### src/rtl/sync_fifo.sv
`default_nettype none

module sync_fifo #(
   parameter type payload_t = logic [31:0],
   parameter int  DEPTH     = 4
) (
   input  logic     clk,
   input  logic     rstn,
   input  payload_t in_data,
   input  logic     in_valid,
   output logic     in_ready,
   output payload_t out_data,
   output logic     out_valid,
   input  logic     out_ready
);

   localparam int PW = (DEPTH > 1) ? $clog2(DEPTH) : 1;

   payload_t      slots [DEPTH];
   logic [PW-1:0] wr_ptr;
   logic [PW-1:0] rd_ptr;
   logic [PW:0]   count;
   logic          push;
   logic          pop;

   assign in_ready  = (count != (PW+1)'(DEPTH));
   assign out_valid = (count != '0);
   assign out_data  = slots[rd_ptr];
   assign push      = in_valid && in_ready;
   assign pop       = out_valid && out_ready;

   always_ff @(posedge clk) begin
      if (!rstn) begin
         wr_ptr <= '0;
         rd_ptr <= '0;
         count  <= '0;
      end else begin
         if (push) begin
            wr_ptr <= (wr_ptr == PW'(DEPTH - 1)) ? '0 : wr_ptr + 1'b1;
         end
         if (pop) begin
            rd_ptr <= (rd_ptr == PW'(DEPTH - 1)) ? '0 : rd_ptr + 1'b1;
         end
         count <= count + (PW+1)'(push) - (PW+1)'(pop); // push and pop may overlap
      end
   end

   always_ff @(posedge clk) begin
      if (push) begin
         slots[wr_ptr] <= in_data;
      end
   end

endmodule

`default_nettype wire

### config.mk
export PLATFORM = sky130hd
export DESIGN_NAME = sync_fifo
export DESIGN_NICKNAME = d
export VERILOG_FILES = /design/src/rtl/sync_fifo.sv
export SDC_FILE = /design/constraint.sdc
export NUM_CORES = 1
export LEC_CHECK = 0
export BUFFER_PORTS_ARGS = -buffer_cell sky130_fd_sc_hd__buf_2
export CAP_MARGIN = 20
export CORE_ASPECT_RATIO = 0.9
export CORE_MARGIN = 2
export CORE_UTILIZATION = 51
export CTS_CLUSTER_SIZE = 8
export DETAILED_ROUTE_END_ITERATION = 16
export HOLD_SLACK_MARGIN = 0.1
export PLACE_DENSITY = 0.75
export SLEW_MARGIN = 20
export SYNTH_ARGS = -nofsm -noshare
export SYNTH_HDL_FRONTEND = slang
export SYNTH_SLANG_ARGS = --single-unit
### constraint.sdc
create_clock -name clk -period 2.25 [get_ports clk]
set_input_delay 0.1125 -clock clk [delete_from_list [all_inputs] [get_ports clk]]
set_output_delay 0.1125 -clock clk [all_outputs]
set_load 0.02 [all_outputs]
Yosys cells after proc, flatten, opt, wreduce, memory -nomap -nowiden
Memory sizes are Yosys's and may differ from the RTL's. A register that Yosys moved wholly into a read port is not among the register bits.
Index checks and enable logic that the tools add are counted.
Cells by class
  $add $sub $neg: 4
  eq/ne operators: 3
  mux-type cells: 6
  reductions and logical operators: 3
Operators by type and width (count)
  $mux 2: 4
  $add 2x1->2 const B: 2
  $eq 2x2->1 const B: 2
  $add 3x1->3: 1
  $ne 3x3->1 const B: 1
  $reduce_bool 3->1: 1
  $sub 3x1->3: 1
  $logic_and 1x1->1: 2
  $mux 1: 2
Word-level totals
  register bits after elaboration: 7
  bits in writable memories: 128
  input bits: 36
  output and inout bits: 34
  logic and storage cells: 20
  memories kept: 1
Memories
  slots: depth 4, width 32, rd ports 1, clocked after Yosys merged registers in 1, wr ports 1, line 19  | payload_t slots [DEPTH];

Longest topological paths before layout
Gate-level depths: netlist (run 1).
  word-level depth: 4
  mapped depth: 12
  gate-level depth less buffers: 11

Worst setup path before layout (run 1)
No wires, ideal clock.
  path kind: register to register
  from: register count[1]
  to: register count[2]
  library setup time: 115 ps
  data arrival time: 2262 ps
  setup slack: -127 ps
  cell stages (with the launch flop): 13
  path buffers: 1
  period minus slack after synthesis: 2377 ps
  path through: dfxtp_1 > or3b_1 > buf_6 > and2_4 > inv_1 > ha_1 > inv_1 > ha_1 > inv_1 > fa_1 > xnor2_1 > xnor2_1 > and2_1
Between the ends
  longest elaborated chain between the ends: 4
Ends and longest elaborated chain
  start, declared: line 22  | logic [PW:0] count;
  start signal, assigned: line 44  | count <= count + (PW+1)'(push) - (PW+1)'(pop);
  $ne 3x3->1: line 26  | assign in_ready = (count != (PW+1)'(DEPTH));
  via in_ready: line 11  | output logic in_ready,
  $logic_and 1x1->1: line 29  | assign push = in_valid && in_ready;
  $add 3x1->3: line 44
  $sub 3x1->3: line 44
The timed path passes the listed nets, and every way through them passes these cells.
A chain may end at the register's enable or synchronous reset.

Final worst setup path (run 1)
  from: register count[1]
  to: register count[2]
Between the ends
  longest elaborated chain between the ends: 4
Ends and longest elaborated chain (line)
  $ne 3x3->1: 26
  $logic_and 1x1->1: 29
  $add 3x1->3: 44
  $sub 3x1->3 (*): 44
Every way passes the cells marked *; elsewhere a longest branch is shown, timed or not.

==> results of run 1 <==
## worst register-to-register path, delay by kind of cell (launching register included)
kind,cells,cell delay [ps]
and+or+nand+nor,3,710
adders and majority gates,3,700
DFF,1,320
xor gates and xnor gates,2,270
buffers and inverters,3,130
## worst max path at each step
stage,slack [ps],endpoint,from,cells after the start
global placement,20,count[2],count[2],11
global route,-60,count[2],count[1],11
finish,7,count[2],count[1],11
CTS,3,count[2],count[0],11
floorplan,-50,count[2],count[1],12
detailed placement,20,count[2],count[1],11
## power groups by stage
stage                     clock network (mW)  registers (mW)  logic, mW
final                                   2.79            3.19       1.81
after global routing                    2.94            3.22       1.97
after CTS                               2.83            3.20       1.78
after detailed placement                   0            3.25       1.68
after global placement                     0            3.24       1.67
after floorplan                            0            3.21       1.20
## per-stage QoR
stage	util	total power, mW
finish	0.686	7.79
global route	0.686	8.14
CTS	0.682	7.80
detailed placement	0.579	4.93
global placement	0.579	4.90
floorplan	-	4.41
## cell families (layout without fill, tap and decap cells)
kind of cell             Yosys count  after routing  synth area share
flip-flops                       137            137             0.790
multiplexers                      33             33             0.143
AND/OR/NAND/NOR                   20             20            0.0226
buffers and inverters             15            153            0.0150
adder cells (fa/ha/maj)            8              8            0.0211
AO/OA/AOI/OAI                      4              4           0.00442
XOR/XNOR                           2              2           0.00344
## area by class of cell
type                    instances  area [sq um]
fillers                       632          3040
repair buffers                115           796
clock inverters                14           185
inverters                       6          27.5
multi-input cells              67          1040
well taps                     126           158
clock buffers                  18           418
flip-flops and latches        137          4030
## flip-flops by register name, summed over array words and instances (netlist names), named ones only
register  flops
wr_ptr        2
rd_ptr        2
count         3
slots       128
## routing by layer
layer,routed length (microns),share of wire
met5,0,0
met4,57,0.0064
met3,481,0.054
met2,4550,0.51
met1,3860,0.43
## cell usage in the layout (no fill, tap or decap), drive strengths merged, types with 4 or more instances in the layout
master / Yosys / final
dfxtp: 9 / 9
clkbuf: 1 / 18
dlygate4sd3: 0 / 37
mux4: 32 / 32
buf: 8 / 78
edfxtp: 128 / 128
and3: 4 / 4
inv: 6 / 13
nand2: 5 / 5
ha: 7 / 7
## repair_timing
action / 4_1_cts / 5_1_grt
setup buffers: 1 / 1
hold buffers: 37 / 0
resized for setup: 2 / 9
setup endpoints to repair: 1 / 2
pin swaps: 0 / 7
endpoints found under the hold margin: 137 / 0
==> results_dict.tcl, run 1 <==
set metrics [dict create \
    worst-path-buf-inv 3 \
    first_pass_iters 6 \
    setup_ws_ps 7.25 \
    areaGrowthSynthToFinish_pct 30.7 \
    async_flop_share 0 \
    drtIter0Drc 110 \
    yosys_warnings 0 \
    synth_cell_types 27 \
    crit_chain "or3b_1 -> and2_4 -> inv_4 -> ha_4 -> inv_4 -> ha_4 -> inv_2 -> fa_2 -> xnor2_2 -> xnor2_1 -> and2_1" \
    gr-usage-met3 0.0608 \
    end_kind "flop" \
    setup_tns_ps 0 \
    wl_per_cell_microns 18.5 \
    drv_slew 0 \
    avgSynthCellArea_sq_um 23.3 \
    final_area_sq_um 6660 \
    path_max_fanout 3 \
    synth_seq_area_share 0.790 \
    worstHoldPathType "in2reg" \
    clk_path_buf_depth 2 \
    grt_max_degree 33 \
    met1_usage 0.236 \
    clk-insertion-delay-late_ps 510 \
    grtUsageMet2 0.304 \
    cts_buffers 17 \
    skew_ps 7.51 \
    dp_cells 412 \
    rr_endpoint "count[2]" \
    grt_usage 0.184 \
    maxCapViolCount 0 \
    finalHoldViolations 0 \
    yosysTopAreaCell "edfxtp_1" \
    min_to "slots[1][6]" \
    coreArea_sq_um 9700 \
    cts_root_buf "clkbuf_8" \
    die-area_sq_um 10800 \
    die_w_microns 109 \
    peakVddDrop_v 0.000957 \
    dp_hpwl_mm 5.11 \
    nets 388 \
    rr_worst_depth 11 \
    synth_edf_count 128 \
    yosys-top-cells-area "edfxtp_1 (75%), mux4_2 (14%), dfxtp_1 (3.5%)" \
    cp.required_ps 2650 \
    power_leakage_nw 2.34 \
    reg2reg_slack_ps 7 \
    grt_overflow_total 0 \
    drive_above_1_share 0.443 \
    layout.cells.non_filler 483 \
    vias_per_cell 5.31 \
    synthCells 219 \
    switching_share 0.276 \
    grt_pass1_vias 2831 \
    startpoint_type "flop" \
    r2r-start "count[1]" \
    drc 0 \
    rows 34 \
    antenna_found_initial 0 \
    cts_sinks 137 \
    p_seq_frac 0.410 \
    cts_tree "built" \
    fin_crit_sh 0.997 \
    top_usage_layer "met2" \
    max_freq_ghz 0.446 \
    synth_top_area_frac 0.755 \
    setup_viol_count_final 0 \
    yosys_register_bits 137 \
    via_count 2563 \
    synth.most_common_cell "edfxtp_1" \
    chipHeight_microns 98.8 \
    clockPowerShare 0.358 \
    antenna_left 0 \
    holdPathStages 2 \
    htree_levels 4 \
    synth_nets 263 \
    drt-total-wl_mm 8.95 \
    place_ws_ps 18.7 \
    routabilityCongestion 0.691 \
    rsz0062_at_grt "true" \
    ys_top_cells_by_count "edfxtp_1 (128), mux4_2 (32), dfxtp_1 (9)" \
    worst-setup-path-type "reg2reg" \
    crit_slowest_cell "or3b_1" \
    min_period_ps 2240 \
    critPathMaxStageDelay_ps 390 \
    netlist_area_sq_um 5090 \
    worst_pin_slew_ps 879 \
    ys.flop_type "edfxtp_1" \
    grt_pass1_wl_mm 14.4 \
    hp-start "in_data[6]" \
    status "finished, final reports clean" \
    clkTransAtPathRegs_ps 60 \
    initial_core_util 0.525 \
    hold_ws_ps 350 \
    p_comb_frac 0.232 \
    critical-path-top-delay-family "simple AND/OR/NAND/NOR gates" \
    ioPinCount 70 \
    io_buffers 69 \
    n_antenna_cell 0 \
    critPathArrivalTime_ps 2640 \
    dpl-instance-area_sq_um 5620 \
    power.internal_mw 5.64 \
    power_density_nw_per_um2 1170 \
    p_switching_mw 2.15 \
    slew_headroom 0.414 \
]
Power figures use the tool's default switching activity.
==> run 2: changes to the inputs <==
--- a/config.mk
+++ b/config.mk
@@ -13,7 +13,7 @@
 export CTS_CLUSTER_SIZE = 8
 export DETAILED_ROUTE_END_ITERATION = 16
 export HOLD_SLACK_MARGIN = 0.1
-export PLACE_DENSITY = 0.75
+export PLACE_DENSITY = 0.86
 export SLEW_MARGIN = 20
 export SYNTH_ARGS = -nofsm -noshare
 export SYNTH_HDL_FRONTEND = slang
==> constraint.sdc (replaced) <==
create_clock -name clk -period 2.25 [get_ports clk]
set_input_delay 0.3375 -clock clk [delete_from_list [all_inputs] [get_ports clk]]
set_output_delay 0.3375 -clock clk [all_outputs]
set_load 0.02 [all_outputs]
==> results_dict.tcl, run 2 (synthesized netlist as in run 1, its figures left out) <==
set metrics [dict create \
    critPathMaxStageDelay_ps 380 \
    initial_core_util 0.525 \
    worst-path-buf-inv 3 \
    nets 386 \
    clkTransAtPathRegs_ps 60 \
    reg2reg_slack_ps 20 \
    drc 0 \
    power_density_nw_per_um2 1160 \
    chipHeight_microns 98.8 \
    cp.required_ps 2650 \
    status "finished, final reports clean" \
    grt_pass1_vias 2777 \
    dpl-instance-area_sq_um 5640 \
    coreArea_sq_um 9700 \
    htree_levels 4 \
    startpoint_type "flop" \
    routabilityCongestion 0.701 \
    peakVddDrop_v 0.000615 \
    grt_overflow_total 0 \
    first_pass_iters 5 \
    vias_per_cell 5.32 \
    power_leakage_nw 2.32 \
    ioPinCount 70 \
    dp_hpwl_mm 5.08 \
    critPathArrivalTime_ps 2630 \
    areaGrowthSynthToFinish_pct 29.9 \
    crit_chain "or3b_4 -> and2_4 -> inv_4 -> ha_4 -> inv_4 -> ha_4 -> inv_2 -> fa_2 -> xnor2_2 -> xnor2_1 -> and2_1" \
    path_max_fanout 2 \
    mostFrequentLayoutCell "edfxtp_1" \
    max_freq_ghz 0.449 \
    final_area_sq_um 6620 \
    setup_viol_count_final 0 \
    skew_ps 7.20 \
    slew_headroom 0.434 \
    drt-total-wl_mm 9.11 \
    worst-setup-path-type "reg2reg" \
    io_buffers 69 \
    grt_pass1_wl_mm 14.1 \
    critical-path-top-delay-family "simple AND/OR/NAND/NOR gates" \
    clk_path_buf_depth 2 \
    cts_root_buf "clkbuf_8" \
    rows 34 \
    met1_usage 0.227 \
    drtIter0Drc 126 \
    n_antenna_cell 0 \
    reg_top3 "slots: 128 flops, count: 3 flops" \
    die_w_microns 109 \
    setup_tns_ps 0 \
    die-area_sq_um 10800 \
    dp_cells 413 \
    cts_sinks 137 \
    drive_above_1_share 0.460 \
    gr-usage-met3 0.0635 \
    largest_register_ffs 128 \
    finalHoldViolations 0 \
    worst_pin_slew_ps 849 \
    crit_slowest_cell "or3b_4" \
    antenna_found_initial 0 \
    antenna_left 0 \
    clk-insertion-delay-late_ps 510 \
    cts_tree "built" \
    wl_per_cell_microns 19.0 \
    end_kind "flop" \
    grt_max_degree 33 \
    via_count 2553 \
    worstHoldPathType "in2reg" \
    layout_common_cells "edfxtp_1 (128), buf_2 (69), mux4_2 (32), dlygate4sd3_1 (32), clkbuf_16 (17)" \
    cts_buffers 17 \
    drv_slew 0 \
    regMostFlops "slots" \
    grtUsageMet2 0.300 \
    layout.cells.non_filler 480 \
    rsz0062_at_grt "true" \
    maxCapViolCount 0 \
    top_usage_layer "met2" \
    grt_usage 0.183 \
    min_period_ps 2230 \
    fin_crit_sh 0.989 \
]
run 2: cell count changes in the layout (fill, tap and decap cells not counted), sizes merged:
cell | previous run | this run
clkinvlp | 1 | 2
dlygate4sd3 | 37 | 32
clkinv | 3 | 5
buf | 78 | 80
inv | 13 | 12
bufinv | 3 | 1
run 2: cell type report:
| class | count | area, sq um |
|---|---|---|
| clock inverter | 14 | 139 |
| sequential | 137 | 4030 |
| multi-input combinational | 67 | 1050 |
| clock buffer | 17 | 414 |
| fill | 621 | 3080 |
| timing repair buffer | 113 | 798 |
| tap | 126 | 158 |
| inverter | 6 | 27.5 |
run 2: metal layers:
layer	part of all wire	up-vias	wire, microns
li1	-	1153	-
met1	0.40	1301	3670
met2	0.53	86	4810
met3	0.057	13	523
met4	0.011	0	98
met5	0	-	0
run 2: path summary, 6_finish.rpt:
kind / startpoint / end / cells past startpoint
setup / recovery: count[2] / count[2] / 11
hold / removal: in_valid / wr_ptr[0] / 3
setup reg to reg: count[2] / count[2] / 11
hold reg to reg: wr_ptr[1] / wr_ptr[1] / 2
run 2: timing repair:
item	CTS	global route
setup endpoints to repair	1	6
pin swaps	5	4
resized for setup	8	6
hold buffers	32	0
buffers inserted	3	0
gates cloned	0	1
hold endpoints to repair	128	0
run 2: worst min-delay path, stage by stage:
cell and delay, ps:
buf_2 130, nand4_1 80, o21ai_1 60
run 2: per-stage QoR:
step | hold slack [ps] | util | setup slack [ps] | power (mW)
after detailed placement | 504 | 0.581 | -11.0 | 4.98
after global routing | 161 | 0.682 | -41.9 | 7.99
after floorplan | 436 | - | -46.1 | 4.41
after global placement | 492 | 0.581 | 40.0 | 4.92
after CTS | 123 | 0.677 | 18.4 | 7.64
final | 147 | 0.682 | 24.1 | 7.66
run 2: where the power goes:
| part | leakage, nW | internal, mW | switching (mW) |
|---|---|---|---|
| Clock | 0.266 | 1.48 | 1.06 |
| Combinational | 0.803 | 0.888 | 1.02 |
| Sequential | 1.25 | 3.11 | 0.0975 |
| Total | 2.32 | 5.48 | 2.18 |
