### src/rtl/des_defs.svh
`ifndef DES_DEFS_SVH
`define DES_DEFS_SVH

// graph memory depth in 32-bit words
`define DES_MEM_WORDS 256

// byte address and timestamp widths
`define DES_ADDR_W 32
`define DES_TS_W 32

// queue depths
`define DES_TQ_DEPTH 8
`define DES_UQ_DEPTH 4

// word indices of the three table base pointers
`define DES_BASE_OFFSET_WORD 32'd3
`define DES_BASE_NEIGHBORS_WORD 32'd4
`define DES_BASE_DATA_WORD 32'd5

`endif
### src/rtl/des_pkg.sv
`default_nettype none
`include "des_defs.svh"

package des_pkg;

   typedef enum logic [1:0] {
      LOGIC_0 = 2'd0,
      LOGIC_1 = 2'd1,
      LOGIC_X = 2'd2,
      LOGIC_Z = 2'd3
   } logic_val_t;

   typedef enum logic [2:0] {
      BUF   = 3'd0,
      INV   = 3'd1,
      NAND2 = 3'd2,
      NOR2  = 3'd3,
      AND2  = 3'd4,
      OR2   = 3'd5,
      XOR2  = 3'd6,
      XNOR2 = 3'd7
   } gate_t;

   typedef struct packed {
      logic [`DES_TS_W-1:0] ts;
      logic [30:0]          locale; // vertex id
      logic                 port;   // gate input that changes
      logic_val_t           val;
   } task_t;

   // memory image of one gate
   typedef struct packed {
      logic [5:0]  spare_hi;
      logic_val_t  out_val;
      logic_val_t  in0;
      logic_val_t  in1;
      logic        spare_lo;
      gate_t       kind;
      logic [15:0] delay;
   } gate_rec_t;

   typedef struct packed {
      logic [`DES_ADDR_W-1:0] addr;
      gate_rec_t              rec;  // record before the update
   } undo_entry_t;

   typedef struct packed {
      logic [`DES_ADDR_W-1:0] addr;
      logic [7:0]             len;  // beats minus one
   } mem_rd_req_t;

   typedef struct packed {
      logic [31:0] data;
      logic        last;
   } mem_rd_rsp_t;

   typedef struct packed {
      logic [`DES_ADDR_W-1:0] addr;
      logic [31:0]            data;
   } mem_wr_req_t;

endpackage

`default_nettype wire

### src/rtl/des_core.sv
`default_nettype none
`include "des_defs.svh"

module des_core (
   input  logic                 clk,
   input  logic                 rstn,
   input  des_pkg::task_t       task_in,
   input  logic                 task_in_valid,
   output logic                 task_in_ready,
   output des_pkg::task_t       task_out,
   output logic                 task_out_valid,
   input  logic                 task_out_ready,
   output des_pkg::undo_entry_t undo_out,
   output logic                 undo_valid,
   input  logic                 undo_ready,
   output des_pkg::mem_rd_req_t rd_req,
   output logic                 rd_req_valid,
   input  logic                 rd_req_ready,
   input  des_pkg::mem_rd_rsp_t rd_rsp,
   input  logic                 rd_rsp_valid,
   output logic                 rd_rsp_ready,
   output des_pkg::mem_wr_req_t wr_req,
   output logic                 wr_req_valid,
   input  logic                 wr_req_ready,
   input  logic                 wr_done,
   output logic                 idle
);

   localparam int AW = `DES_ADDR_W;
   localparam int TW = `DES_TS_W;

   typedef enum logic [3:0] {
      IDLE, BASE_REQ, BASE_WAIT, DATA_REQ, DATA_WAIT, EVAL,
      EDGE_REQ, EDGE_WAIT, NBR_REQ, NBR_WAIT, WAIT_WRITE
   } state_t;

   typedef enum logic [1:0] {W_IDLE, W_UNDO, W_WRITE, W_DONE} wstate_t;

   state_t              state;
   state_t              state_next;
   wstate_t             wstate;
   wstate_t             wstate_next;
   des_pkg::task_t      task_q;
   des_pkg::gate_rec_t  old_rec;
   des_pkg::gate_rec_t  new_rec;
   des_pkg::logic_val_t new_in0;
   des_pkg::logic_val_t new_in1;
   des_pkg::logic_val_t new_out;
   logic                initialized;
   logic                wr_begin;
   logic                out_changed;
   logic                in_changed;
   logic [31:0]         base_word;
   logic [AW-1:0]       base_off;
   logic [AW-1:0]       base_nbr;
   logic [AW-1:0]       base_data;
   logic [AW-1:0]       vid_ofs;
   logic [31:0]         edge_lo;
   logic [31:0]         edge_hi;

   assign idle          = (state == IDLE);
   assign task_in_ready = idle;
   assign vid_ofs       = AW'(task_q.locale) << 2; // vertex id times four

   assign new_in0 = task_q.port ? old_rec.in0 : task_q.val;
   assign new_in1 = task_q.port ? task_q.val : old_rec.in1;

   logic_eval eval_i (
      .p0   (new_in0),
      .p1   (new_in1),
      .gate (old_rec.kind),
      .o    (new_out)
   );

   assign out_changed = (new_out != old_rec.out_val);
   assign in_changed  = (new_in0 != old_rec.in0) || (new_in1 != old_rec.in1);

   always_comb begin
      new_rec         = old_rec;
      new_rec.out_val = new_out;
      new_rec.in0     = new_in0;
      new_rec.in1     = new_in1;
   end

   // one task per neighbour beat
   assign task_out_valid = (state == NBR_WAIT) && rd_rsp_valid;
   assign task_out = '{ts: task_q.ts + TW'(old_rec.delay), locale: rd_rsp.data[31:1],
                       port: rd_rsp.data[0], val: new_out};
   assign rd_rsp_ready = (state == BASE_WAIT) || (state == DATA_WAIT) ||
                         (state == EDGE_WAIT) || ((state == NBR_WAIT) && task_out_ready);

   always_comb begin
      state_next   = state;
      wr_begin     = 1'b0;
      rd_req_valid = 1'b0;
      rd_req.addr  = base_data + vid_ofs;
      rd_req.len   = 8'd0;
      case (state)
         IDLE: begin
            if (task_in_valid) begin
               state_next = initialized ? DATA_REQ : BASE_REQ;
            end
         end
         BASE_REQ: begin // all three pointers in one burst
            rd_req_valid = 1'b1;
            rd_req.addr  = `DES_BASE_OFFSET_WORD << 2;
            rd_req.len   = 8'(`DES_BASE_DATA_WORD - `DES_BASE_OFFSET_WORD);
            if (rd_req_ready) begin
               state_next = BASE_WAIT;
            end
         end
         BASE_WAIT: begin
            if (rd_rsp_valid && rd_rsp.last) begin
               state_next = DATA_REQ;
            end
         end
         DATA_REQ: begin
            rd_req_valid = 1'b1;
            if (rd_req_ready) begin
               state_next = DATA_WAIT;
            end
         end
         DATA_WAIT: begin
            if (rd_rsp_valid) begin
               state_next = EVAL;
            end
         end
         EVAL: begin
            if (out_changed) begin
               wr_begin   = 1'b1; // record write runs beside fan-out
               state_next = EDGE_REQ;
            end else if (in_changed) begin
               wr_begin   = 1'b1;
               state_next = WAIT_WRITE;
            end else begin
               state_next = IDLE;
            end
         end
         EDGE_REQ: begin
            rd_req_valid = 1'b1;
            rd_req.addr  = base_off + vid_ofs;
            rd_req.len   = 8'd1;
            if (rd_req_ready) begin
               state_next = EDGE_WAIT;
            end
         end
         EDGE_WAIT: begin
            if (rd_rsp_valid && rd_rsp.last) begin
               state_next = NBR_REQ;
            end
         end
         NBR_REQ: begin
            if (edge_lo == edge_hi) begin
               state_next = WAIT_WRITE; // no fan-out
            end else begin
               rd_req_valid = 1'b1;
               rd_req.addr  = base_nbr + (edge_lo << 2);
               rd_req.len   = 8'(edge_hi - edge_lo - 32'd1);
               if (rd_req_ready) begin
                  state_next = NBR_WAIT;
               end
            end
         end
         NBR_WAIT: begin
            if (rd_rsp_valid && task_out_ready && rd_rsp.last) begin
               state_next = WAIT_WRITE;
            end
         end
         WAIT_WRITE: begin
            if (wstate == W_IDLE) begin
               state_next = IDLE;
            end
         end
         default: begin
            state_next = IDLE;
         end
      endcase
   end

   // undo entry first, then the record write
   assign undo_valid   = (wstate == W_UNDO);
   assign undo_out     = '{addr: base_data + vid_ofs, rec: old_rec};
   assign wr_req_valid = (wstate == W_WRITE);
   assign wr_req       = '{addr: base_data + vid_ofs, data: new_rec};

   always_comb begin
      wstate_next = wstate;
      case (wstate)
         W_IDLE:  wstate_next = wr_begin ? W_UNDO : W_IDLE;
         W_UNDO:  wstate_next = undo_ready ? W_WRITE : W_UNDO;
         W_WRITE: wstate_next = wr_req_ready ? W_DONE : W_WRITE;
         default: wstate_next = wr_done ? W_IDLE : W_DONE;
      endcase
   end

   always_ff @(posedge clk) begin
      if (!rstn) begin
         state       <= IDLE;
         wstate      <= W_IDLE;
         initialized <= 1'b0;
      end else begin
         state  <= state_next;
         wstate <= wstate_next;
         if (state == BASE_REQ) begin
            initialized <= 1'b1;
         end
      end
   end

   always_ff @(posedge clk) begin
      if (idle && task_in_valid) begin
         task_q <= task_in;
      end
      if (state == BASE_REQ) begin
         base_word <= `DES_BASE_OFFSET_WORD;
      end
      if ((state == BASE_WAIT) && rd_rsp_valid) begin
         base_word <= base_word + 32'd1;
         case (base_word) // pointers are word indices
            `DES_BASE_OFFSET_WORD:    base_off  <= {rd_rsp.data[AW-3:0], 2'b00};
            `DES_BASE_NEIGHBORS_WORD: base_nbr  <= {rd_rsp.data[AW-3:0], 2'b00};
            `DES_BASE_DATA_WORD:      base_data <= {rd_rsp.data[AW-3:0], 2'b00};
            default: ;
         endcase
      end
      if ((state == DATA_WAIT) && rd_rsp_valid) begin
         old_rec <= des_pkg::gate_rec_t'(rd_rsp.data);
      end
      if ((state == EDGE_WAIT) && rd_rsp_valid) begin
         if (rd_rsp.last) begin
            edge_hi <= rd_rsp.data;
         end else begin
            edge_lo <= rd_rsp.data;
         end
      end
   end

endmodule

`default_nettype wire

### src/rtl/logic_eval.sv
`default_nettype none

module logic_eval (
   input  des_pkg::logic_val_t p0,
   input  des_pkg::logic_val_t p1,
   input  des_pkg::gate_t      gate,
   output des_pkg::logic_val_t o
);

   des_pkg::logic_val_t a;
   des_pkg::logic_val_t b;
   des_pkg::logic_val_t r;
   logic any_x;
   logic any_0;
   logic any_1;
   logic invert;

   always_comb begin
      a = (p0 == des_pkg::LOGIC_Z) ? des_pkg::LOGIC_X : p0; // z reads as x
      b = (p1 == des_pkg::LOGIC_Z) ? des_pkg::LOGIC_X : p1;
      any_x = (a == des_pkg::LOGIC_X) || (b == des_pkg::LOGIC_X);
      any_0 = (a == des_pkg::LOGIC_0) || (b == des_pkg::LOGIC_0);
      any_1 = (a == des_pkg::LOGIC_1) || (b == des_pkg::LOGIC_1);
      invert = gate inside {des_pkg::INV, des_pkg::NAND2, des_pkg::NOR2, des_pkg::XNOR2};
      case (gate)
         des_pkg::BUF, des_pkg::INV: begin
            r = a;
         end
         des_pkg::AND2, des_pkg::NAND2: begin
            r = any_0 ? des_pkg::LOGIC_0 : (any_x ? des_pkg::LOGIC_X : des_pkg::LOGIC_1);
         end
         des_pkg::OR2, des_pkg::NOR2: begin
            r = any_1 ? des_pkg::LOGIC_1 : (any_x ? des_pkg::LOGIC_X : des_pkg::LOGIC_0);
         end
         default: begin // xor family, no controlling value
            r = any_x ? des_pkg::LOGIC_X : ((a != b) ? des_pkg::LOGIC_1 : des_pkg::LOGIC_0);
         end
      endcase
      o = r;
      if (invert && (r != des_pkg::LOGIC_X)) begin
         o = (r == des_pkg::LOGIC_1) ? des_pkg::LOGIC_0 : des_pkg::LOGIC_1;
      end
   end

endmodule

`default_nettype wire

### config.mk
export PLATFORM = sky130hd
export DESIGN_NAME = des_core
export DESIGN_NICKNAME = d
export VERILOG_FILES = /design/src/rtl/des_pkg.sv /design/src/rtl/des_core.sv /design/src/rtl/logic_eval.sv
export VERILOG_INCLUDE_DIRS = /design/src /design/src/rtl
export SDC_FILE = /design/constraint.sdc
export NUM_CORES = 1
export LEC_CHECK = 0
export BUFFER_PORTS_ARGS = -buffer_cell sky130_fd_sc_hd__buf_2
export CAP_MARGIN = 20
export CORE_MARGIN = 2
export CORE_UTILIZATION = 35
export DETAILED_ROUTE_END_ITERATION = 10
export SYNTH_ARGS = -nofsm -noshare
export SYNTH_HDL_FRONTEND = slang
export SYNTH_SLANG_ARGS = --single-unit
### constraint.sdc
create_clock -name clk -period 5.7 [get_ports clk]
set_input_delay 1.14 -clock clk [delete_from_list [all_inputs] [get_ports clk]]
set_output_delay 1.14 -clock clk [all_outputs]
set_load 0.01 [all_outputs]
=== Yosys cells after proc, flatten, opt, wreduce, memory -nomap -nowiden ===
Cells that the tools add are included.
Widths: inputs -> output; s select.

* Word-level logic and storage cells: 148
* Flip-flop bits (word level): 290
* Output and inout port bits: 241

* Add/subtract/negate cells: 7
* Mux-type cells: 42
* Bitwise logic cells: 1
* Eq/ne operators: 44
* Reductions and logical operators: 34

{| class="wikitable"
|+ Operator list
! kind !! count
|-
| $pmux 40 s3 || 1
|-
| $add 32x32->32 || 3
|-
| $eq 32x3->1 const B || 2
|-
| $mux 32 || 2
|-
| $mux 4 || 13
|-
| $pmux 4 s11 || 1
|-
| $mux 40 || 1
|-
| $add 32x1->32 const B || 1
|-
| $add 32x16->32 || 1
|-
| $eq 32x2->1 const B || 1
|-
| $eq 32x32->1 || 1
|-
| $mux 2 || 13
|-
| $eq 4x3->1 const B || 4
|-
| $ne 2x2->1 const B || 7
|-
| $eq 4x4->1 const B || 3
|-
| $pmux 2 s3 || 2
|-
| $eq 2x2->1 const B || 5
|-
| $logic_and 1x1->1 || 10
|-
| $reduce_and 10->1 || 1
|-
| $reduce_and 2->1 || 5
|-
| $eq 3x3->1 const B || 3
|-
| $eq 2x1->1 const B || 4
|-
| $eq 4x2->1 const B || 2
|-
| $mux 1 || 8
|-
| 18 further kinds || 34
|}

=== Longest topological paths before layout ===
* Depth in word-level cells: 16
* Depth in mapped cells: 14
* Depth with buffers taken out: 13

=== Cells and area by module ===
A second synthesis with hierarchy kept.

* Cell total of the unflattened synthesis: 1528
* Area total of the unflattened synthesis: 17267.8 sq um

{| class="wikitable"
|+ By module, submodules not included
! module !! cells an instance !! area an instance (sq um) !! times used
|-
| des_core || 1504 || 17108.9 || 1
|-
| logic_eval || 24 || 158.9 || 1
|}

=== Worst setup path after synthesis ===
Ideal clock, no wire load.

* Path kind: input to register
* From: input port rd_rsp_valid
* To: register edge_lo[0] (enable)
* Library setup time: 0.505 ns
* Stages: 2
* Path buffers: 0
* Arrival time: 4.410 ns
* Setup slack: 0.785 ns
* Data required time: 5.195 ns
* Cells stage by stage: inv_1 -> nor4_1

* Word-level cells in the longest chain between the ends: 2

{| class="wikitable"
|+ RTL lines
! what !! RTL line !! text
|-
| from (decl) || des_core.sv:20 || <nowiki>input logic rd_rsp_valid,</nowiki>
|-
| $logic_and 1x1->1 || des_core.sv:229 || <nowiki>if ((state == EDGE_WAIT) && rd_rsp_valid) begin</nowiki>
|-
| $reduce_and 2->1 (no line) || -- ||
|-
| to (signal assigned) || des_core.sv:233 || <nowiki>edge_lo <= rd_rsp.data;</nowiki>
|-
| to (decl) || des_core.sv:58 || <nowiki>logic [31:0] edge_lo;</nowiki>
|}

Every way passes these cells.
A chain may end at the register's enable or synchronous reset.

==> metrics.cfg <==
[status]
outcome=completed

[detailed_routing]
wl_mm=49.0
first_pass_iters=5
ant_nets=0
drt_iter0_markers=780
vias_per_cell=5.22
drc_errors=0
drt-wirelength-per-cell_um=20.2
vias=12700

[sta]
hold_violations=0
fmax_mhz=181
rsz0062_at_grt=no
hold-worst-slack_ps=493
setup_violations=0
fin_crit_sh_pct=96.7
drv_slew=0
setup_tns_ps=0
skew_ps=21.2
max_slew_margin_pct=31.5
period_needed_ps=5510
tightest_slew_ps=1020

[cells_and_area]
final_util_pct=41.9
final_cell_mix=buf_2, edfxtp_1, ha_1
drive_above_1_share_pct=25.9
layout_commonest_cell=buf_2
fin_cells=2426
fin_nets=2005
diodes=0
areaGrowthSynthToFinish_pct=18.9
nFillCells=4613

[die]
core_mm2=0.0486
die_area_mm2=0.0508
die_w_um=225
rows=81
ioPinCount=349
initial_utilization_pct=35.2
die_y_um=225

[power]
power.density_mw_per_mm2=408
finalPower_w=0.00832
switching_power_w=0.00291
switching_share_pct=35.0
p_comb_share_pct=33.6
p_leak_nw=8.18
pwr-share-clk_pct=31.6
peakVddDrop_mv=0.274
intPower_w=0.00541
p_seq_share_pct=34.8

[setup_path]
cp.required_ps=4560
start_kind=flop
endpoint_kind=output pin
crit_arrival_ps=4370
timing.rr.start=edge_lo[1]
critPathMaxFanout=3
startpoint=task_q[3]
worstSetupPathType=flop to output pin

[logic_synthesis]
ys_seq_area_share_pct=50.4
ys_ff_latch=290
ys_types=95
syn_inst=1498
synth_top_cell_by_area=edfxtp_1
synthTopCellsByArea=edfxtp_1, ha_1, xnor2_1
yosysWarnings=0
syn_area_mm2=0.0171
synth.top_cell.area_share_pct=49.6
async_flop_share_pct=0
syn_avg_cell_area_um2=11.4
synth-edff-count=283
synth-main-ff-cell=edfxtp_1

[clock_network]
clock_sinks=290
cts_root_buffer=clkbuf_16
cts_tree=yes
clk_latency_ps=570
cts_max_path_buffers=3
clk_pin_slew_ps=60
cts_resized=0
post_cts_buffers=0
ctsHtreeMaxLevel=2
cts_made_buffers=36
hold_buffers=0

[placement]
place_congestion=0.874
post-dp-hpwl_mm=37.1
port_buffers=341
post-place-cells=2361

[grt]
antenna_found_initial=0
grt_use_total_pct=18.9
grt_pass1_wl_mm=71.9
grt_pass1_vias=12300
overflow=0
grt_max_degree=35

[flow_run]
maxCapViolations=0

[min_path]
min_from=initialized
hold_class=flop to flop

==> worst max-delay path, cell delays in order, from the launching register on <==
cell and delay, ps:
edfxtp_1 400, ha_1 260, fa_1 450, a211oi_2 210
o21ai_1 140, a2111o_1 480, a32oi_4 340, o31ai_2 150
a21o_2 250, a31oi_4 240, nor2_1 80, mux2i_1 110
or4_1 510, buf_2 160
==> layout make-up <==
| class | count | area [um2] | area share [%] |
|---|---|---|---|
| clock inverter | 27 | 430 | 2.11 |
| tap | 622 | 778 | 3.82 |
| clock buffer | 38 | 930 | 4.56 |
| sequential | 290 | 8640 | 42.4 |
| multi-input combinational | 1043 | 7550 | 37.0 |
| inverter | 45 | 169 | 0.829 |
| timing repair buffer | 361 | 1880 | 9.24 |
==> state kept, by name (all words and copies together), names as in the netlist <==
register	cells
wstate	2
base_off	30
base_data	30
initialized	1
task_q	65
edge_hi	32
state	4
edge_lo	32
base_nbr	30
undo_out	32
base_word	32
==> power groups by stage <==
stage          clock [W]  combinational [W]  sequential (W)
6_report         0.00263            0.00279         0.00290
5_1_grt          0.00277            0.00307         0.00293
4_1_cts          0.00269            0.00283         0.00290
3_5_place_dp           0            0.00281         0.00294
3_3_place_gp           0            0.00278         0.00293
2_1_floorplan          0            0.00193         0.00287
==> synth_stat cells, types with 14 or more instances <==
library cell,count
o21ai_0,60
nand2_1,83
a22oi_1,17
buf_4,99
and3_1,18
inv_1,45
nor2_1,105
edfxtp_1,283
xor2_1,80
a21oi_1,100
a211oi_1,16
nand2b_1,22
nand4_1,15
nor3_1,25
nor4_1,16
ha_1,115
a21o_1,46
xnor2_1,87
nand3_1,39
clkbuf_1,14
==> final timing paths <==
kind / end / slack, ps / depth (start not counted)
setup / recovery: rd_req[38] / 190 / 13
hold / removal: initialized / 490 / 2
setup reg to reg: state[3] / 1880 / 13
hold reg to reg: initialized / 490 / 2
==> routing by layer <==
layer / vias up / global-route usage (%) / part of all wire, %
met5: - / 0 / 0
met4: 0 / 5.83 / 2.3
met3: 54 / 3.46 / 5.9
met2: 417 / 33.2 / 50
met1: 6117 / 23.6 / 42
li1: 6069 / - / -
==> logic make-up after synthesis <==
group / after synthesis / synth area share [%]
and+or+nand+nor: 374 / 10.7
AOI/OAI and AO/OA: 365 / 14.7
buffers and inverters: 170 / 5.98
muxes: 10 / 0.599
other: 1 / 0.0219
xor gates and xnor gates: 167 / 8.53
adders and majority gates: 121 / 9.04
DFF: 290 / 50.4
==> through the flow <==
step	instance area, um2	setup slack [ps]
2_1_floorplan	17200	785
3_3_place_gp	19000	674
3_5_place_dp	19000	720
4_1_cts	20400	88.0
5_1_grt	20400	21.7
6_report	20400	186
Power figures use the tool's default switching activity.
